File: config.mk
export PLATFORM = sky130hd
export DESIGN_NAME = ntm_divider_top
export DESIGN_NICKNAME = d
export VERILOG_FILES = /design/src/rtl/ntm_divider_pkg.sv /design/src/rtl/ntm_divider_top.sv /design/src/rtl/ntm_matrix_divider.sv /design/src/rtl/ntm_vector_divider.sv /design/src/rtl/ntm_scalar_divider.sv
export VERILOG_INCLUDE_DIRS = /design/src /design/src/rtl
export SDC_FILE = /design/constraint.sdc
export NUM_CORES = 1
export LEC_CHECK = 0
export ABC_AREA = 1
export BUFFER_PORTS_ARGS = -buffer_cell sky130_fd_sc_hd__buf_2
export CORE_ASPECT_RATIO = 0.9
export CORE_MARGIN = 2
export CORE_UTILIZATION = 55
export CTS_CLUSTER_DIAMETER = 120
export DETAILED_ROUTE_END_ITERATION = 16
export PLACE_DENSITY = 0.79
export SYNTH_ARGS = -nofsm -noshare
export SYNTH_HDL_FRONTEND = slang
export SYNTH_SLANG_ARGS = --single-unit
export TNS_END_PERCENT = 50
File: constraint.sdc
create_clock -name CLK -period 3.22 [get_ports CLK]
set_input_delay 0.161 -clock CLK [delete_from_list [all_inputs] [get_ports CLK]]
set_output_delay 0.161 -clock CLK [all_outputs]
set_load 0.05 [all_outputs]
File: src/rtl/ntm_divider_settings.svh
////////////////////////////////////////
// Matrix divider widths
////////////////////////////////////////

`ifndef NTM_DIVIDER_SETTINGS_SVH
`define NTM_DIVIDER_SETTINGS_SVH

// Width of one matrix element
// Also sets the divider iteration count
`define NTM_DATA_SIZE 16

// Width of row and column counts
// Sizes must be at least 1
`define NTM_INDEX_SIZE 8

`endif
File: src/rtl/ntm_divider_pkg.sv
////////////////////////////////////////
// Matrix divider types
////////////////////////////////////////

package ntm_divider_pkg;

  `include "ntm_divider_settings.svh"

  // One unsigned matrix element
  typedef logic [`NTM_DATA_SIZE-1:0] data_t;

  // Row or column count and size
  typedef logic [`NTM_INDEX_SIZE-1:0] index_t;

  // Pair handed to the scalar divider
  typedef struct packed {
    data_t dividend;
    data_t divisor;
  } div_operands_t;

  // Quotient and remainder of one element
  typedef struct packed {
    data_t quotient;
    data_t remainder;
  } div_result_t;

  // Row walker states
  typedef enum logic [1:0] {
    vec_idle,
    vec_collect,
    vec_divide
  } vector_state_t;

  // Matrix walker states
  typedef enum logic [1:0] {
    mat_idle,
    mat_row,
    mat_wait_row
  } matrix_state_t;

endpackage

File: src/rtl/ntm_divider_top.sv
////////////////////////////////////////
// Matrix divider top
////////////////////////////////////////

`timescale 1ns/1ps

module ntm_divider_top import ntm_divider_pkg::*; (
  input  logic        CLK,
  input  logic        RST,

  // Matrix control
  input  logic        start,
  output logic        ready,

  // Shape
  input  index_t      size_i_in,
  input  index_t      size_j_in,

  // Element input
  input  logic        data_a_in_enable,
  input  logic        data_b_in_enable,
  input  data_t       data_a_in,
  input  data_t       data_b_in,

  // Element output
  output logic        data_out_i_enable,
  output logic        data_out_j_enable,
  output div_result_t data_out
);

  // Matrix sequencer owns all the control
  ntm_matrix_divider u_matrix_divider (
    .CLK               (CLK),
    .RST               (RST),
    .start             (start),
    .ready             (ready),
    .size_i_in         (size_i_in),
    .size_j_in         (size_j_in),
    .data_a_in_enable  (data_a_in_enable),
    .data_b_in_enable  (data_b_in_enable),
    .data_a_in         (data_a_in),
    .data_b_in         (data_b_in),
    .data_out_i_enable (data_out_i_enable),
    .data_out_j_enable (data_out_j_enable),
    .data_out          (data_out)
  );

endmodule

File: src/rtl/ntm_matrix_divider.sv
////////////////////////////////////////
// Matrix sequencer for the divider
////////////////////////////////////////

`timescale 1ns/1ps

module ntm_matrix_divider import ntm_divider_pkg::*; (
  input  logic        CLK,
  input  logic        RST,

  // Matrix control
  input  logic        start,
  output logic        ready,

  // Shape sampled at start
  input  index_t      size_i_in,
  input  index_t      size_j_in,

  // Element input
  input  logic        data_a_in_enable,
  input  logic        data_b_in_enable,
  input  data_t       data_a_in,
  input  data_t       data_b_in,

  // Element output with row and column strobes
  output logic        data_out_i_enable,
  output logic        data_out_j_enable,
  output div_result_t data_out
);

  ////////////////////////////////////////
  // Signals
  ////////////////////////////////////////

  matrix_state_t state;

  // Stored shape
  index_t size_i_q;
  index_t size_j_q;
  index_t row_cnt;

  // Last row done while the output drains
  logic last_pending;

  // Row walker link
  logic        row_start;
  logic        elem_done;
  logic        row_done;
  div_result_t elem_result;

  // One cycle in the row state gives the start pulse
  assign row_start = (state == mat_row);

  ////////////////////////////////////////
  // FSM
  ////////////////////////////////////////

  always_ff @(posedge CLK or posedge RST) begin
    if (RST) begin
      state        <= mat_idle;
      size_i_q     <= '0;
      size_j_q     <= '0;
      row_cnt      <= '0;
      last_pending <= 1'b0;
      ready        <= 1'b0;
    end else begin
      ready <= 1'b0;
      case (state)
        mat_idle: begin
          // Start only counts here
          if (start) begin
            size_i_q     <= size_i_in;
            size_j_q     <= size_j_in;
            row_cnt      <= '0;
            last_pending <= 1'b0;
            state        <= mat_row;
          end
        end
        mat_row: begin
          state <= mat_wait_row;
        end
        mat_wait_row: begin
          if (last_pending) begin
            // Final column strobe went out last cycle
            ready        <= 1'b1;
            last_pending <= 1'b0;
            state        <= mat_idle;
          end else if (row_done) begin
            if (row_cnt == size_i_q - 1'b1) begin
              last_pending <= 1'b1;
            end else begin
              row_cnt <= row_cnt + 1'b1;
              state   <= mat_row;
            end
          end
        end
        default: state <= mat_idle;
      endcase
    end
  end

  ////////////////////////////////////////
  // Output stage
  ////////////////////////////////////////

  // Strobes trail the row walker by one cycle
  always_ff @(posedge CLK or posedge RST) begin
    if (RST) begin
      data_out_i_enable <= 1'b0;
      data_out_j_enable <= 1'b0;
      data_out          <= '0;
    end else begin
      data_out_j_enable <= elem_done;
      // Row done coincides with last element done
      data_out_i_enable <= row_done;
      if (elem_done) begin
        data_out <= elem_result;
      end
    end
  end

  ////////////////////////////////////////
  // Row walker
  ////////////////////////////////////////

  ntm_vector_divider u_vector_divider (
    .CLK              (CLK),
    .RST              (RST),
    .row_start        (row_start),
    .row_size         (size_j_q),
    .data_a_in_enable (data_a_in_enable),
    .data_b_in_enable (data_b_in_enable),
    .data_a_in        (data_a_in),
    .data_b_in        (data_b_in),
    .elem_done        (elem_done),
    .row_done         (row_done),
    .elem_result      (elem_result)
  );

endmodule

File: src/rtl/ntm_vector_divider.sv
////////////////////////////////////////
// Row sequencer for the divider
////////////////////////////////////////

`timescale 1ns/1ps

module ntm_vector_divider import ntm_divider_pkg::*; (
  input  logic        CLK,
  input  logic        RST,

  // Row control
  input  logic        row_start,
  input  index_t      row_size,

  // Element strobes and values
  input  logic        data_a_in_enable,
  input  logic        data_b_in_enable,
  input  data_t       data_a_in,
  input  data_t       data_b_in,

  // Per element and per row results
  output logic        elem_done,
  output logic        row_done,
  output div_result_t elem_result
);

  ////////////////////////////////////////
  // Signals
  ////////////////////////////////////////

  vector_state_t state;
  index_t        size_q;
  index_t        col_cnt;

  // Halves already latched
  logic a_valid;
  logic b_valid;
  // Half present after this cycle
  logic a_have;
  logic b_have;

  // Scalar divider link
  logic          div_start;
  div_operands_t operands_q;
  logic          div_ready;
  div_result_t   div_result;

  assign a_have = a_valid | data_a_in_enable;
  assign b_have = b_valid | data_b_in_enable;

  ////////////////////////////////////////
  // FSM
  ////////////////////////////////////////

  always_ff @(posedge CLK or posedge RST) begin
    if (RST) begin
      state     <= vec_idle;
      size_q    <= '0;
      col_cnt   <= '0;
      a_valid   <= 1'b0;
      b_valid   <= 1'b0;
      div_start <= 1'b0;
      elem_done <= 1'b0;
      row_done  <= 1'b0;
    end else begin
      div_start <= 1'b0;
      elem_done <= 1'b0;
      row_done  <= 1'b0;
      case (state)
        vec_idle: begin
          if (row_start) begin
            size_q  <= row_size;
            col_cnt <= '0;
            a_valid <= 1'b0;
            b_valid <= 1'b0;
            state   <= vec_collect;
          end
        end
        vec_collect: begin
          // Launch as soon as the pair is complete
          if (a_have && b_have) begin
            a_valid   <= 1'b0;
            b_valid   <= 1'b0;
            div_start <= 1'b1;
            state     <= vec_divide;
          end else begin
            a_valid <= a_have;
            b_valid <= b_have;
          end
        end
        vec_divide: begin
          if (div_ready) begin
            elem_done <= 1'b1;
            // Last column closes the row
            if (col_cnt == size_q - 1'b1) begin
              row_done <= 1'b1;
              state    <= vec_idle;
            end else begin
              col_cnt <= col_cnt + 1'b1;
              state   <= vec_collect;
            end
          end
        end
        default: state <= vec_idle;
      endcase
    end
  end

  // Operands latch only while collecting
  always_ff @(posedge CLK) begin
    if (state == vec_collect) begin
      if (data_a_in_enable) begin
        operands_q.dividend <= data_a_in;
      end
      if (data_b_in_enable) begin
        operands_q.divisor <= data_b_in;
      end
    end
    if (state == vec_divide && div_ready) begin
      elem_result <= div_result;
    end
  end

  ////////////////////////////////////////
  // Scalar divider
  ////////////////////////////////////////

  ntm_scalar_divider u_scalar_divider (
    .CLK          (CLK),
    .RST          (RST),
    .div_start    (div_start),
    .div_operands (operands_q),
    .div_ready    (div_ready),
    .div_result   (div_result)
  );

endmodule

File: src/rtl/ntm_scalar_divider.sv
////////////////////////////////////////
// Scalar restoring divider
////////////////////////////////////////

`timescale 1ns/1ps

`include "ntm_divider_settings.svh"

module ntm_scalar_divider import ntm_divider_pkg::*; (
  input  logic          CLK,
  input  logic          RST,

  // Launch with operands
  input  logic          div_start,
  input  div_operands_t div_operands,

  // One pulse when the result is valid
  output logic          div_ready,
  output div_result_t   div_result
);

  // Counter wide enough to hold the element width
  localparam int unsigned cnt_w = $clog2(`NTM_DATA_SIZE + 1);

  ////////////////////////////////////////
  // Signals
  ////////////////////////////////////////

  logic             busy;
  logic [cnt_w-1:0] bit_cnt;

  // Working registers
  data_t divisor_q;
  data_t quo_q;
  data_t rem_q;

  // One trial step
  logic [`NTM_DATA_SIZE:0]   shifted;
  logic [`NTM_DATA_SIZE+1:0] trial;
  data_t                     rem_next;
  data_t                     quo_next;

  ////////////////////////////////////////
  // Trial subtraction
  ////////////////////////////////////////

  always_comb begin
    // Next dividend bit enters the partial remainder
    shifted = {rem_q, quo_q[`NTM_DATA_SIZE-1]};
    trial   = {1'b0, shifted} - {2'b00, divisor_q};
    // Top bit set means the divisor did not fit
    if (trial[`NTM_DATA_SIZE+1]) begin
      rem_next = shifted[`NTM_DATA_SIZE-1:0];
      quo_next = {quo_q[`NTM_DATA_SIZE-2:0], 1'b0};
    end else begin
      rem_next = trial[`NTM_DATA_SIZE-1:0];
      quo_next = {quo_q[`NTM_DATA_SIZE-2:0], 1'b1};
    end
  end

  ////////////////////////////////////////
  // Control
  ////////////////////////////////////////

  always_ff @(posedge CLK or posedge RST) begin
    if (RST) begin
      busy      <= 1'b0;
      bit_cnt   <= '0;
      div_ready <= 1'b0;
    end else begin
      div_ready <= 1'b0;
      if (div_start) begin
        busy    <= 1'b1;
        bit_cnt <= cnt_w'(`NTM_DATA_SIZE);
      end else if (busy) begin
        bit_cnt <= bit_cnt - 1'b1;
        // Final bit this cycle
        if (bit_cnt == cnt_w'(1)) begin
          busy      <= 1'b0;
          div_ready <= 1'b1;
        end
      end
    end
  end

  // One quotient bit per cycle
  always_ff @(posedge CLK) begin
    if (div_start) begin
      divisor_q <= div_operands.divisor;
      quo_q     <= div_operands.dividend;
      rem_q     <= '0;
    end else if (busy) begin
      rem_q <= rem_next;
      quo_q <= quo_next;
      if (bit_cnt == cnt_w'(1)) begin
        div_result.quotient  <= quo_next;
        div_result.remainder <= rem_next;
      end
    end
  end

endmodule

==> metrics.md, run 1 <==
| Metric | Value |
|---|---|
| Status | `finished clean` |
| Skew final | `0.0155 ns` |
| All-Layer GR Usage | `0.211` |
| Clock Sinks | `between 200 and 250` |
| CP max FO | `18` |
| Max_cap viols | `0` |
| FP Rows | `47` |
| Met2 wire len | `9900 um` |
| Peak supply drop | `between 400 and 500 uV` |
| Clk buf depth | `3` |
| Syn Inst Count | `between 1000 and 1500` |
| Initial antenna violation count | `0` |
| I/O Buffers | `87` |
| CTS tree | `built` |
| M1 WL | `9040 um` |
| Unrepaired setup endpoints after global routing | `no` |
| Die area | `0.0200 mm^2` |
| Slew Limit Headroom | `0.215` |
| Synth cell types | `40` |
| Htree depth | `1` |
| Antenna Cells | `0` |
| Worst Hold Launch | `start` |
| Die H | `135 um` |
| Top Metal Used | `met4` |
| Layout area overhead | `20.0%` |
| Post-Syn Area | `~0.010 mm^2` |
| Detailed Place HPWL | `between 10000 and 15000 um` |
| Crit share post-route | `0.739` |
| Final worst slack | `between 0.8 and 0.9 ns` |
| Global placement routability congestion | `between 0.8 and 0.9` |
| Final Slew Violations | `0` |
| Comb power frac | `0.355` |
| Layout cell share with drive strength beyond 1 | `0.183` |
| Finished Layout Cells | `roughly 1400` |
| Vias per Instance | `between 5 and 6` |
| Pre-CTS setup slack | `0.833 ns` |
| Final ANT Viol Nets | `0` |
| NetSw | `4.51 mW` |
| # setup viols final | `0` |
| Die width | `149 um` |
| Cell internal pwr | `between 7 and 8 mW` |
| DP Cell Count | `1328` |
| Seq cells post-synth | `between 200 and 250` |
| I/O pins | `between 80 and 90` |
| Vias in the first global route | `between 7000 and 8000` |
| CP endpoint kind | `flip-flop` |
| Largest net degree at the start of global routing | `52` |
| Clock-pin slew on the worst setup and hold paths | `roughly 0.060 ns` |
| Max Clk Rate | `about 420 MHz` |
| Syn Nets | `between 1000 and 1500` |
| Pwr Density | `roughly 940 mW/mm^2` |
| Met3 Wirelength | `1100 um` |
| Warnings from Yosys | `0` |
| CTS root buf | `clkbuf_16` |
| DRC | `0` |
| DR vias | `7226` |
| CP required | `~3.3 ns` |
| Core footprint | `0.0185 mm^2` |
| First-pass GRT wire length | `between 30000 and 40000 um` |
| Final Hold Viols | `0` |
| Detailed-route wire length | `between 20000 and 25000 um` |
| Sequential cell area fraction in the yosys report | `0.621` |
| Worst-Skew Late Latency | `0.51 ns` |
| Setup crit start kind | `flip-flop` |
| Minimum clock period | `2.38 ns` |
| Worst-Margin Slew | `roughly 1.2 ns` |
| Initial DRC count | `586` |
| Sequential share of power | `0.396` |
| First-pass iteration count of the detailed router | `5` |
| Net count, final | `between 1000 and 1500` |
| Clock share of power | `0.250` |
| WS Path Type | `flip-flop to flip-flop` |
| Setup bufs post-CTS | `0` |
| Wire per inst | `14.4 um` |
| Initial core utilization | `0.564` |
| Setup TNS | `0 ns` |
| Worst EP arrival | `2.46 ns` |
| Num CTS Buffers | `25` |
| Total global routing overflow | `0` |
| Leakage | `between 5 and 6 nW` |
| Post-Syn Area per Cell | `10.4 um^2` |
| Worst min path class | `input port to flip-flop` |
| Sw frac | `0.384` |
-- through the flow --
step | power, mW | hold slack (ns) | util | instance area [um^2]
CTS | 11.8 | 0.00632 | 0.677 | 12500
finish | 11.7 | 0.0271 | 0.677 | 12500
floorplan | 7.76 | 0.257 | - | 10400
detailed placement | 8.73 | 0.339 | 0.604 | 11100
global placement | 8.57 | 0.337 | 0.604 | 11100
global route | 12.5 | 0.0530 | 0.677 | 12500
-- cell usage in the layout, fill, tap and decap left out, types with 8 or more instances in the layout --
cell / n
nand2_1: 313
edfxtp_1: 128
inv_1: 117
dfrtp_1: 92
buf_2: 87
nor2_1: 57
nand3_1: 50
dlygate4sd3_1: 50
o21ai_0: 32
mux2_2: 32
clkbuf_16: 25
ha_1: 22
xor2_1: 21
nand2_2: 17
dfxtp_1: 16
a21oi_1: 14
nand3_2: 12
nand4_1: 11
nand3b_1: 8
buf_4: 8
-- power groups by stage --
stage / Combinational (mW) / Sequential [mW] / Clock [mW]
final: 4.16 / 4.65 / 2.93
after detailed placement: 4.06 / 4.68 / 0
after global routing: 4.64 / 4.72 / 3.09
after CTS: 4.15 / 4.64 / 2.97
after floorplan: 2.62 / 5.14 / 0
after global placement: 3.92 / 4.65 / 0
-- repair_timing --
action	CTS	global route
hold buffers	50	0
gates resized for setup	0	0
endpoints found under the hold margin	99	0
-- cells in the mapped netlist --
master / instances / area (um^2)
buf_8: 1 / 15.0
xnor2_1: 7 / 61.3
clkinv_1: 1 / 3.75
fa_1: 1 / 20.0
a31oi_1: 1 / 6.26
buf_6: 1 / 11.3
buf_1: 4 / 15.0
o21ai_1: 2 / 10.0
buf_2: 3 / 15.0
o21ai_2: 1 / 8.76
nand2_4: 2 / 22.5
dfrtp_1: 92 / 2300
o31ai_1: 2 / 15.0
inv_2: 2 / 7.51
nand3b_1: 8 / 60.1
nand4_2: 1 / 12.5
dfxtp_1: 16 / 320
xor2_1: 21 / 184
clkbuf_1: 9 / 33.8
nor2_1: 59 / 221
nand3_2: 12 / 120
nor3_1: 7 / 35.0
nand4_1: 11 / 68.8
nand2_1: 313 / 1170
a221oi_2: 1 / 15.0
o21ai_0: 32 / 160
nor2_2: 4 / 25.0
and2_1: 1 / 6.26
nand3_4: 1 / 17.5
o22ai_1: 2 / 12.5
ha_1: 22 / 275
nor2_4: 5 / 56.3
nand4_4: 1 / 21.3
nand3_1: 50 / 250
nand2_2: 17 / 106
edfxtp_1: 128 / 3840
a21oi_1: 14 / 70.1
mux2_2: 32 / 360
clkbuf_2: 1 / 5.00
inv_1: 118 / 443
-- critical path: stages (launching register included) --
cell and delay [ns]:
dfrtp_1 0.40, nor2_1 0.89, inv_1 0.67
-- metal layers --
metal  global-route usage  vias up
li1                     -     3585
met1                0.287     3402
met2                0.356      205
met3               0.0311       34
met4               0.0624        0
met5                    0        -
-- final timing paths --
kind	depth (start not counted)	slack, ns	to
min	4	0.03	u_matrix_divider.size_i_q[5]
max reg2reg	2	0.84	flip-flop
min reg2reg	0	0.40	u_matrix_divider.data_out_i_enable
max in group asynchronous	4	2.12	async pin
min in group asynchronous	3	0.38	u_matrix_divider.data_out[25]
max	2	0.84	flip-flop
-- layout make-up --
cell class | count | area, um^2
Sequential cell | 236 | 6470
Fill cell | 1356 | 5970
Multi-Input combinational cell | 630 | 3400
Timing Repair Buffer | 146 | 1020
Clock buffer | 34 | 689
Inverter | 121 | 455
Tap cell | 245 | 307
Clock inverter | 11 | 156
-- kinds of logic (layout without fill, tap and decap cells) --
group | count (synthesis) | count (layout) | synth area share
flip-flops | 236 | 236 | 0.621
AND/OR/NAND/NOR | 492 | 492 | 0.211
buffers and inverters | 140 | 312 | 0.0527
XOR/XNOR | 28 | 28 | 0.0236
adder cells (fa/ha/maj) | 23 | 23 | 0.0284
multiplexers | 32 | 32 | 0.0346
AO/OA/AOI/OAI | 55 | 55 | 0.0286
Power figures use the tool's default switching activity.
==> run 2, diff against run 1 <==
Settings changed: CORE_UTILIZATION 55 to 54, PLACE_DENSITY 0.79 to 0.81.
Clock period 3.22 ns to 1.92 ns, I/O delays scaled along.
==> run 2 against run 1 <==
- the run now ends with negative setup slack left
- worst hold slack improved by 0.25 ns
- count of clock-buffer cells in the layout decreased by 4
- clock power increased by 69%
- first-iteration DRC count decreased by 23%
- worst setup slack got worse by 0.93 ns
- register-to-register slack got worse by 0.93 ns
- wire length increased by 7.7%
- critical path depth increased by 10
- combinational power increased by 110%
- global-route usage increased by 0.15 points
- utilization increased by 2.5 points
- largest cell class unchanged
==> metrics.md, run 2 (synthesized netlist as in run 1, its figures left out) <==
| Metric | Value |
|---|---|
| Status | `finished with violations` |
| Violated checks | `negative setup slack` |
| Sequential share of power | `0.365` |
| Initial DRC count | `454` |
| Detailed-route wire length | `between 20000 and 25000 um` |
| Cell internal pwr | `between 10 and 15 mW` |
| CP max FO | `4` |
| Family with the most delay on the worst path | `simple AND/OR/NAND/NOR gates` |
| Final design utilization | `0.701` |
| Worst-Skew Late Latency | `between 0.5 and 0.6 ns` |
| Layout cell share with drive strength beyond 1 | `0.270` |
| CP required | `approximately 2.4 ns` |
| Final Hold Viols | `0` |
| Leakage | `~6.2 nW` |
| Sw frac | `0.388` |
| Worst-Margin Slew | `between 0.5 and 0.6 ns` |
| Met2 Use GR | `0.376` |
| Slew Limit Headroom | `0.609` |
| Post-DP Area | `between 0.01 and 0.015 mm^2` |
| I/O Buffers | `a little under 90` |
| Most frequent cells in the layout | `nand2_1 (295), edfxtp_1 (128), inv_1 (106)` |
| DRC | `0` |
| First-pass GRT wire length | `approximately 35000 um` |
| Reg2reg setup slack | `-0.09 ns` |
| Initial core utilization | `0.547` |
| Final instance area | `between 0.01 and 0.015 mm^2` |
| Setup crit start kind | `flip-flop` |
| Minimum clock period | `about 2.0 ns` |
| Die H | `136 um` |
| Worst EP arrival | `approximately 2.5 ns` |
| Global placement routability congestion | `roughly 0.88` |
| Vias per Instance | `approximately 5.1` |
| Layout area overhead | `28.3%` |
| Clk buf depth | `3` |
| Commonest non-fill, non-tap cell in the layout | `nand2_1` |
| Num CTS Buffers | `24` |
| Met1 usage | `0.279` |
| Htree depth | `1` |
| Final ANT Viol Nets | `0` |
| Detailed Place HPWL | `around 14000 um` |
| # setup viols final | `12` |
| All-Layer GR Usage | `0.212` |
| CTS root buf | `clkbuf_16` |
| CP endpoint kind | `flip-flop` |
| CP max stage delay | `0.41 ns` |
| Crit share post-route | `1.05` |
| Clock share of power | `0.231` |
| Filler cells | `about 1300` |
| Core footprint | `~0.019 mm^2` |
| Clock Sinks | `236` |
| WS Path Type | `flip-flop to flip-flop` |
| Critical path buffers and inverters | `1` |
| NetSw | `8.29 mW` |
| Crit path cell chain | `ha_4 > fa_2 > nand3b_1 > nand2_2 > nand2_2 > nand2_4 > buf_6 > xor2_1 > nand2_1 > nand2_2 > nand2_1 > nand2_1` |
| Max_cap viols | `0` |
| Max Clk Rate | `~500 MHz` |
| Die width | `~150 um` |
| GR Layer Usage met3 | `0.0300` |
| Initial antenna violation count | `0` |
| Final Slew Violations | `0` |
| CTS tree | `built` |
| Die area | `between 0.02 and 0.025 mm^2` |
| R2R depth | `12` |
| Clock-pin slew on the worst setup and hold paths | `~0.06 ns` |
| Skew final | `about 0.016 ns` |
| Largest net degree at the start of global routing | `93` |
| Wire per inst | `14.9 um` |
| GRT Max-Usage Layer | `met2` |
| Pwr Density | `roughly 1600 mW/mm^2` |
| Net count, final | `approximately 1300` |
| Slowest library cell on the worst path | `edfxtp_1` |
| I/O pins | `88` |
| Worst min path class | `input port to async pin` |
| Vias in the first global route | `7373` |
| Total global routing overflow | `0` |
| Unrepaired setup endpoints after global routing | `yes` |
| DR vias | `approximately 7600` |
| Comb power frac | `0.403` |
| Antenna Cells | `0` |
| First-pass iteration count of the detailed router | `5` |
| Final worst slack | `-0.0939 ns` |
| Peak supply drop | `855 uV` |
| FP Rows | `between 40 and 50` |
## run 2: layer usage
metal	routed length [um]	share of wire	up-vias
met5	0	0	-
met4	509	0.023	0
met3	1150	0.052	50
met2	11100	0.50	240
met1	9300	0.42	3574
li1	-	-	3707
## run 2: area by class of cell
class	instances	area, um^2	area share
clock inverters	14	194	0.0145
well taps	250	313	0.0234
repair buffers	203	1490	0.111
inverters	121	458	0.0343
flip-flops and latches	236	6470	0.484
multi-input cells	633	3770	0.282
clock buffers	30	664	0.0498
## run 2: what timing repair did
action / CTS / global route
gates resized for setup: 10 / 67
setup buffers: 2 / 9
hold buffers: 52 / 0
endpoints found under the setup margin: 33 / 52
endpoints found under the hold margin: 144 / 0
pin swaps: 2 / 24
cloned: 0 / 3
## run 2: how the worst max path moves through the flow
stage           endpoint  slack, ns  depth (start not counted)
2_1_floorplan  flip-flop      0.005                          4
3_3_place_gp   flip-flop      -0.07                         12
3_5_place_dp   flip-flop      -0.15                         12
4_1_cts        flip-flop     -0.004                         13
5_1_grt        flip-flop      -0.20                         12
6_report       flip-flop      -0.09                         12
## run 2: metrics by stage
| stage | cells | hold WS (ns) | TNS (ns) | total power, mW | setup slack (ns) |
|---|---|---|---|---|---|
| 2_1_floorplan | 1006 | 0.192 | 0 | 13.0 | 0.00548 |
| 3_5_place_dp | 1377 | 0.274 | -1.70 | 15.4 | -0.145 |
| 6_report | 1487 | 0.274 | -0.659 | 21.4 | -0.0939 |
| 3_3_place_gp | 1377 | 0.272 | -0.307 | 15.0 | -0.0702 |
| 5_1_grt | 1487 | 0.271 | -3.23 | 22.7 | -0.197 |
| 4_1_cts | 1475 | 0.259 | -0.00650 | 20.5 | -0.00415 |
## run 2: power groups by stage
stage | clock network (mW) | logic (mW) | registers (mW)
after detailed placement | 0 | 7.55 | 7.80
after global routing | 5.20 | 9.54 | 7.94
after CTS | 5.01 | 7.80 | 7.73
after global placement | 0 | 7.24 | 7.75
after floorplan | 0 | 4.41 | 8.61
final | 4.95 | 8.62 | 7.81
## run 2: worst min-delay path: stages
cell	delay [ns]
dlygate4sd3_1	0.53
buf_2	0.13
clkinvlp_4	0.07
buf_12	0.39
==> run 3, diff against run 2 <==
Settings changed: REMOVE_ABC_BUFFERS set to 1.
==> run 3 against run 2 <==
- the run still ends with negative setup slack left
- flip-flop and latch count stayed put
- design area shrank 0.78%
- register-to-register slack improved by 0.03 ns
- worst hold slack worse by 0.049 ns
==> metrics.md, run 3 (synthesized netlist as in run 1, its figures left out) <==
| Metric | Value |
|---|---|
| Status | `finished with violations` |
| Violated checks | `negative setup slack` |
| I/O pins | `between 80 and 90` |
| Htree depth | `1` |
| Setup crit start kind | `flip-flop` |
| Critical path buffers and inverters | `0` |
| Total global routing overflow | `0` |
| Slowest library cell on the worst path | `fa_2` |
| Vias in the first global route | `between 7000 and 8000` |
| First-pass GRT wire length | `between 30000 and 40000 um` |
| Final Slew Violations | `0` |
| Worst EP arrival | `around 2.3 ns` |
| Final worst slack | `-0.0614 ns` |
| Most frequent cells in the layout | `nand2_1 (293), edfxtp_1 (128), inv_1 (108)` |
| Clk buf depth | `3` |
| Worst min path class | `input port to async pin` |
| Initial DRC count | `around 520` |
| Family with the most delay on the worst path | `simple AND/OR/NAND/NOR gates` |
| Max_cap viols | `0` |
| First-pass iteration count of the detailed router | `5` |
| Die area | `between 0.02 and 0.025 mm^2` |
| I/O Buffers | `87` |
| Worst hold margin | `0.224 ns` |
| Reg2reg setup slack | `-0.06 ns` |
| Pwr Density | `about 1600 mW/mm^2` |
| Unrepaired setup endpoints after global routing | `yes` |
| Worst-Margin Slew | `~0.57 ns` |
| Antenna Cells | `0` |
| Initial antenna violation count | `0` |
| CP max stage delay | `0.39 ns` |
| Initial core utilization | `0.547` |
| R2R depth | `11` |
| WS Path Type | `flip-flop to flip-flop` |
| Peak supply drop | `roughly 900 uV` |
| Worst-Skew Late Latency | `0.52 ns` |
| Clock Sinks | `236` |
| Net count, final | `1293` |
| CP required | `2.20 ns` |
| Crit share post-route | `1.03` |
| Core footprint | `between 0.015 and 0.02 mm^2` |
| CTS root buf | `clkbuf_16` |
| Die width | `about 150 um` |
| Crit path cell chain | `ha_2 > fa_2 > nand3b_1 > nand2_2 > nand2_2 > nand2_4 > nand2_2 > nand2_1 > nand2_1 > nand3_2 > nand2_2` |
| Layout area overhead | `27.3%` |
| Num CTS Buffers | `25` |
| CP endpoint kind | `flip-flop` |
| DR vias | `around 7600` |
| Clock-pin slew on the worst setup and hold paths | `approximately 0.060 ns` |
| Max Clk Rate | `just over 500 MHz` |
| DP Cell Count | `between 1000 and 1500` |
| Vias per Instance | `approximately 5.1` |
| # setup viols final | `8` |
| Skew final | `0.0121 ns` |
| Pre-CTS setup slack | `-0.108 ns` |
| Slew Limit Headroom | `0.623` |
| Critical path's most frequent cell | `nand2_2` |
| DRC | `0` |
| Wire per inst | `15.3 um` |
| Finished Layout Cells | `1486` |
| CP max FO | `3` |
| Detailed-route wire length | `roughly 23000 um` |
| Layout cell share with drive strength beyond 1 | `0.263` |
| CTS tree | `built` |
| Final Hold Viols | `0` |
| Global placement routability congestion | `~0.87` |
| FP Rows | `48` |
| Commonest non-fill, non-tap cell in the layout | `nand2_1` |
| Die H | `roughly 140 um` |
| Final ANT Viol Nets | `0` |
| Leakage | `6.15 nW` |
| Largest net degree at the start of global routing | `93` |
| Minimum clock period | `between 1.5 and 2 ns` |
| WP depth | `11` |
| Detailed Place HPWL | `14000 um` |
| All-Layer GR Usage | `0.218` |
==> run 3: metal layers <==
| layer | share of wire | wire length [um] | global-route usage |
|---|---|---|---|
| met5 | 0 | 0 | 0 |
| met2 | 0.51 | 11700 | 0.386 |
| met1 | 0.42 | 9540 | 0.276 |
| met4 | 0.025 | 575 | 0.0687 |
| met3 | 0.043 | 990 | 0.0333 |
==> run 3: layout make-up <==
cell class,count,area [um^2]
flip-flops and latches,236,6470
fillers,1290,5790
multi-input cells,633,3730
repair buffers,200,1470
clock buffers,30,666
inverters,121,455
well taps,250,313
clock inverters,16,153
==> run 3: worst reg2reg max path, cell delays in order (launching register included) <==
cell and delay [ns]:
edfxtp_1 0.38, ha_2 0.22, fa_2 0.39, nand3b_1 0.18, nand2_2 0.12, nand2_2 0.08, nand2_4 0.09, nand2_2 0.06
nand2_1 0.06, nand2_1 0.05, nand3_2 0.06, nand2_2 0.05
==> run 3: timing repair <==
action	CTS	global route
setup buffers	0	6
gates cloned	0	3
endpoints found under the hold margin	145	0
hold buffers	53	0
gates resized for setup	7	63
pin swaps	1	31
setup endpoints to repair	25	53
==> run 3: through the flow <==
stage          cell area [um^2]  setup TNS, ns  power (mW)   util
2_1_floorplan             10300        -116.33        12.9      -
4_1_cts                   12900              0        20.3  0.678
5_1_grt                   13300          -1.98        22.4  0.696
3_5_place_dp              11500         -0.730        15.4  0.605
6_report                  13300         -0.261        21.1  0.696
3_3_place_gp              11500         -0.105        15.0  0.605
==> run 3: power by group <==
group	total (mW)	switching (mW)	internal [mW]
Sequential	7.78	0.898	6.88
Combinational	8.55	5.42	3.13
Clock	4.73	1.97	2.77
Total	21.1	8.29	12.8
==> run 3: worst min-delay path by stage <==
stage / startpoint / end / depth (start not counted)
global placement: RST / u_matrix_divider.data_out[22] / 3
global route: data_b_in[7] / u_matrix_divider.u_vector_divider.operands_q[7] / 2
detailed placement: RST / u_matrix_divider.data_out[22] / 3
finish: RST / u_matrix_divider.data_out[25] / 4
floorplan: data_a_in_enable / u_matrix_divider.u_vector_divider.b_valid / 1
CTS: RST / u_matrix_divider.data_out[30] / 4
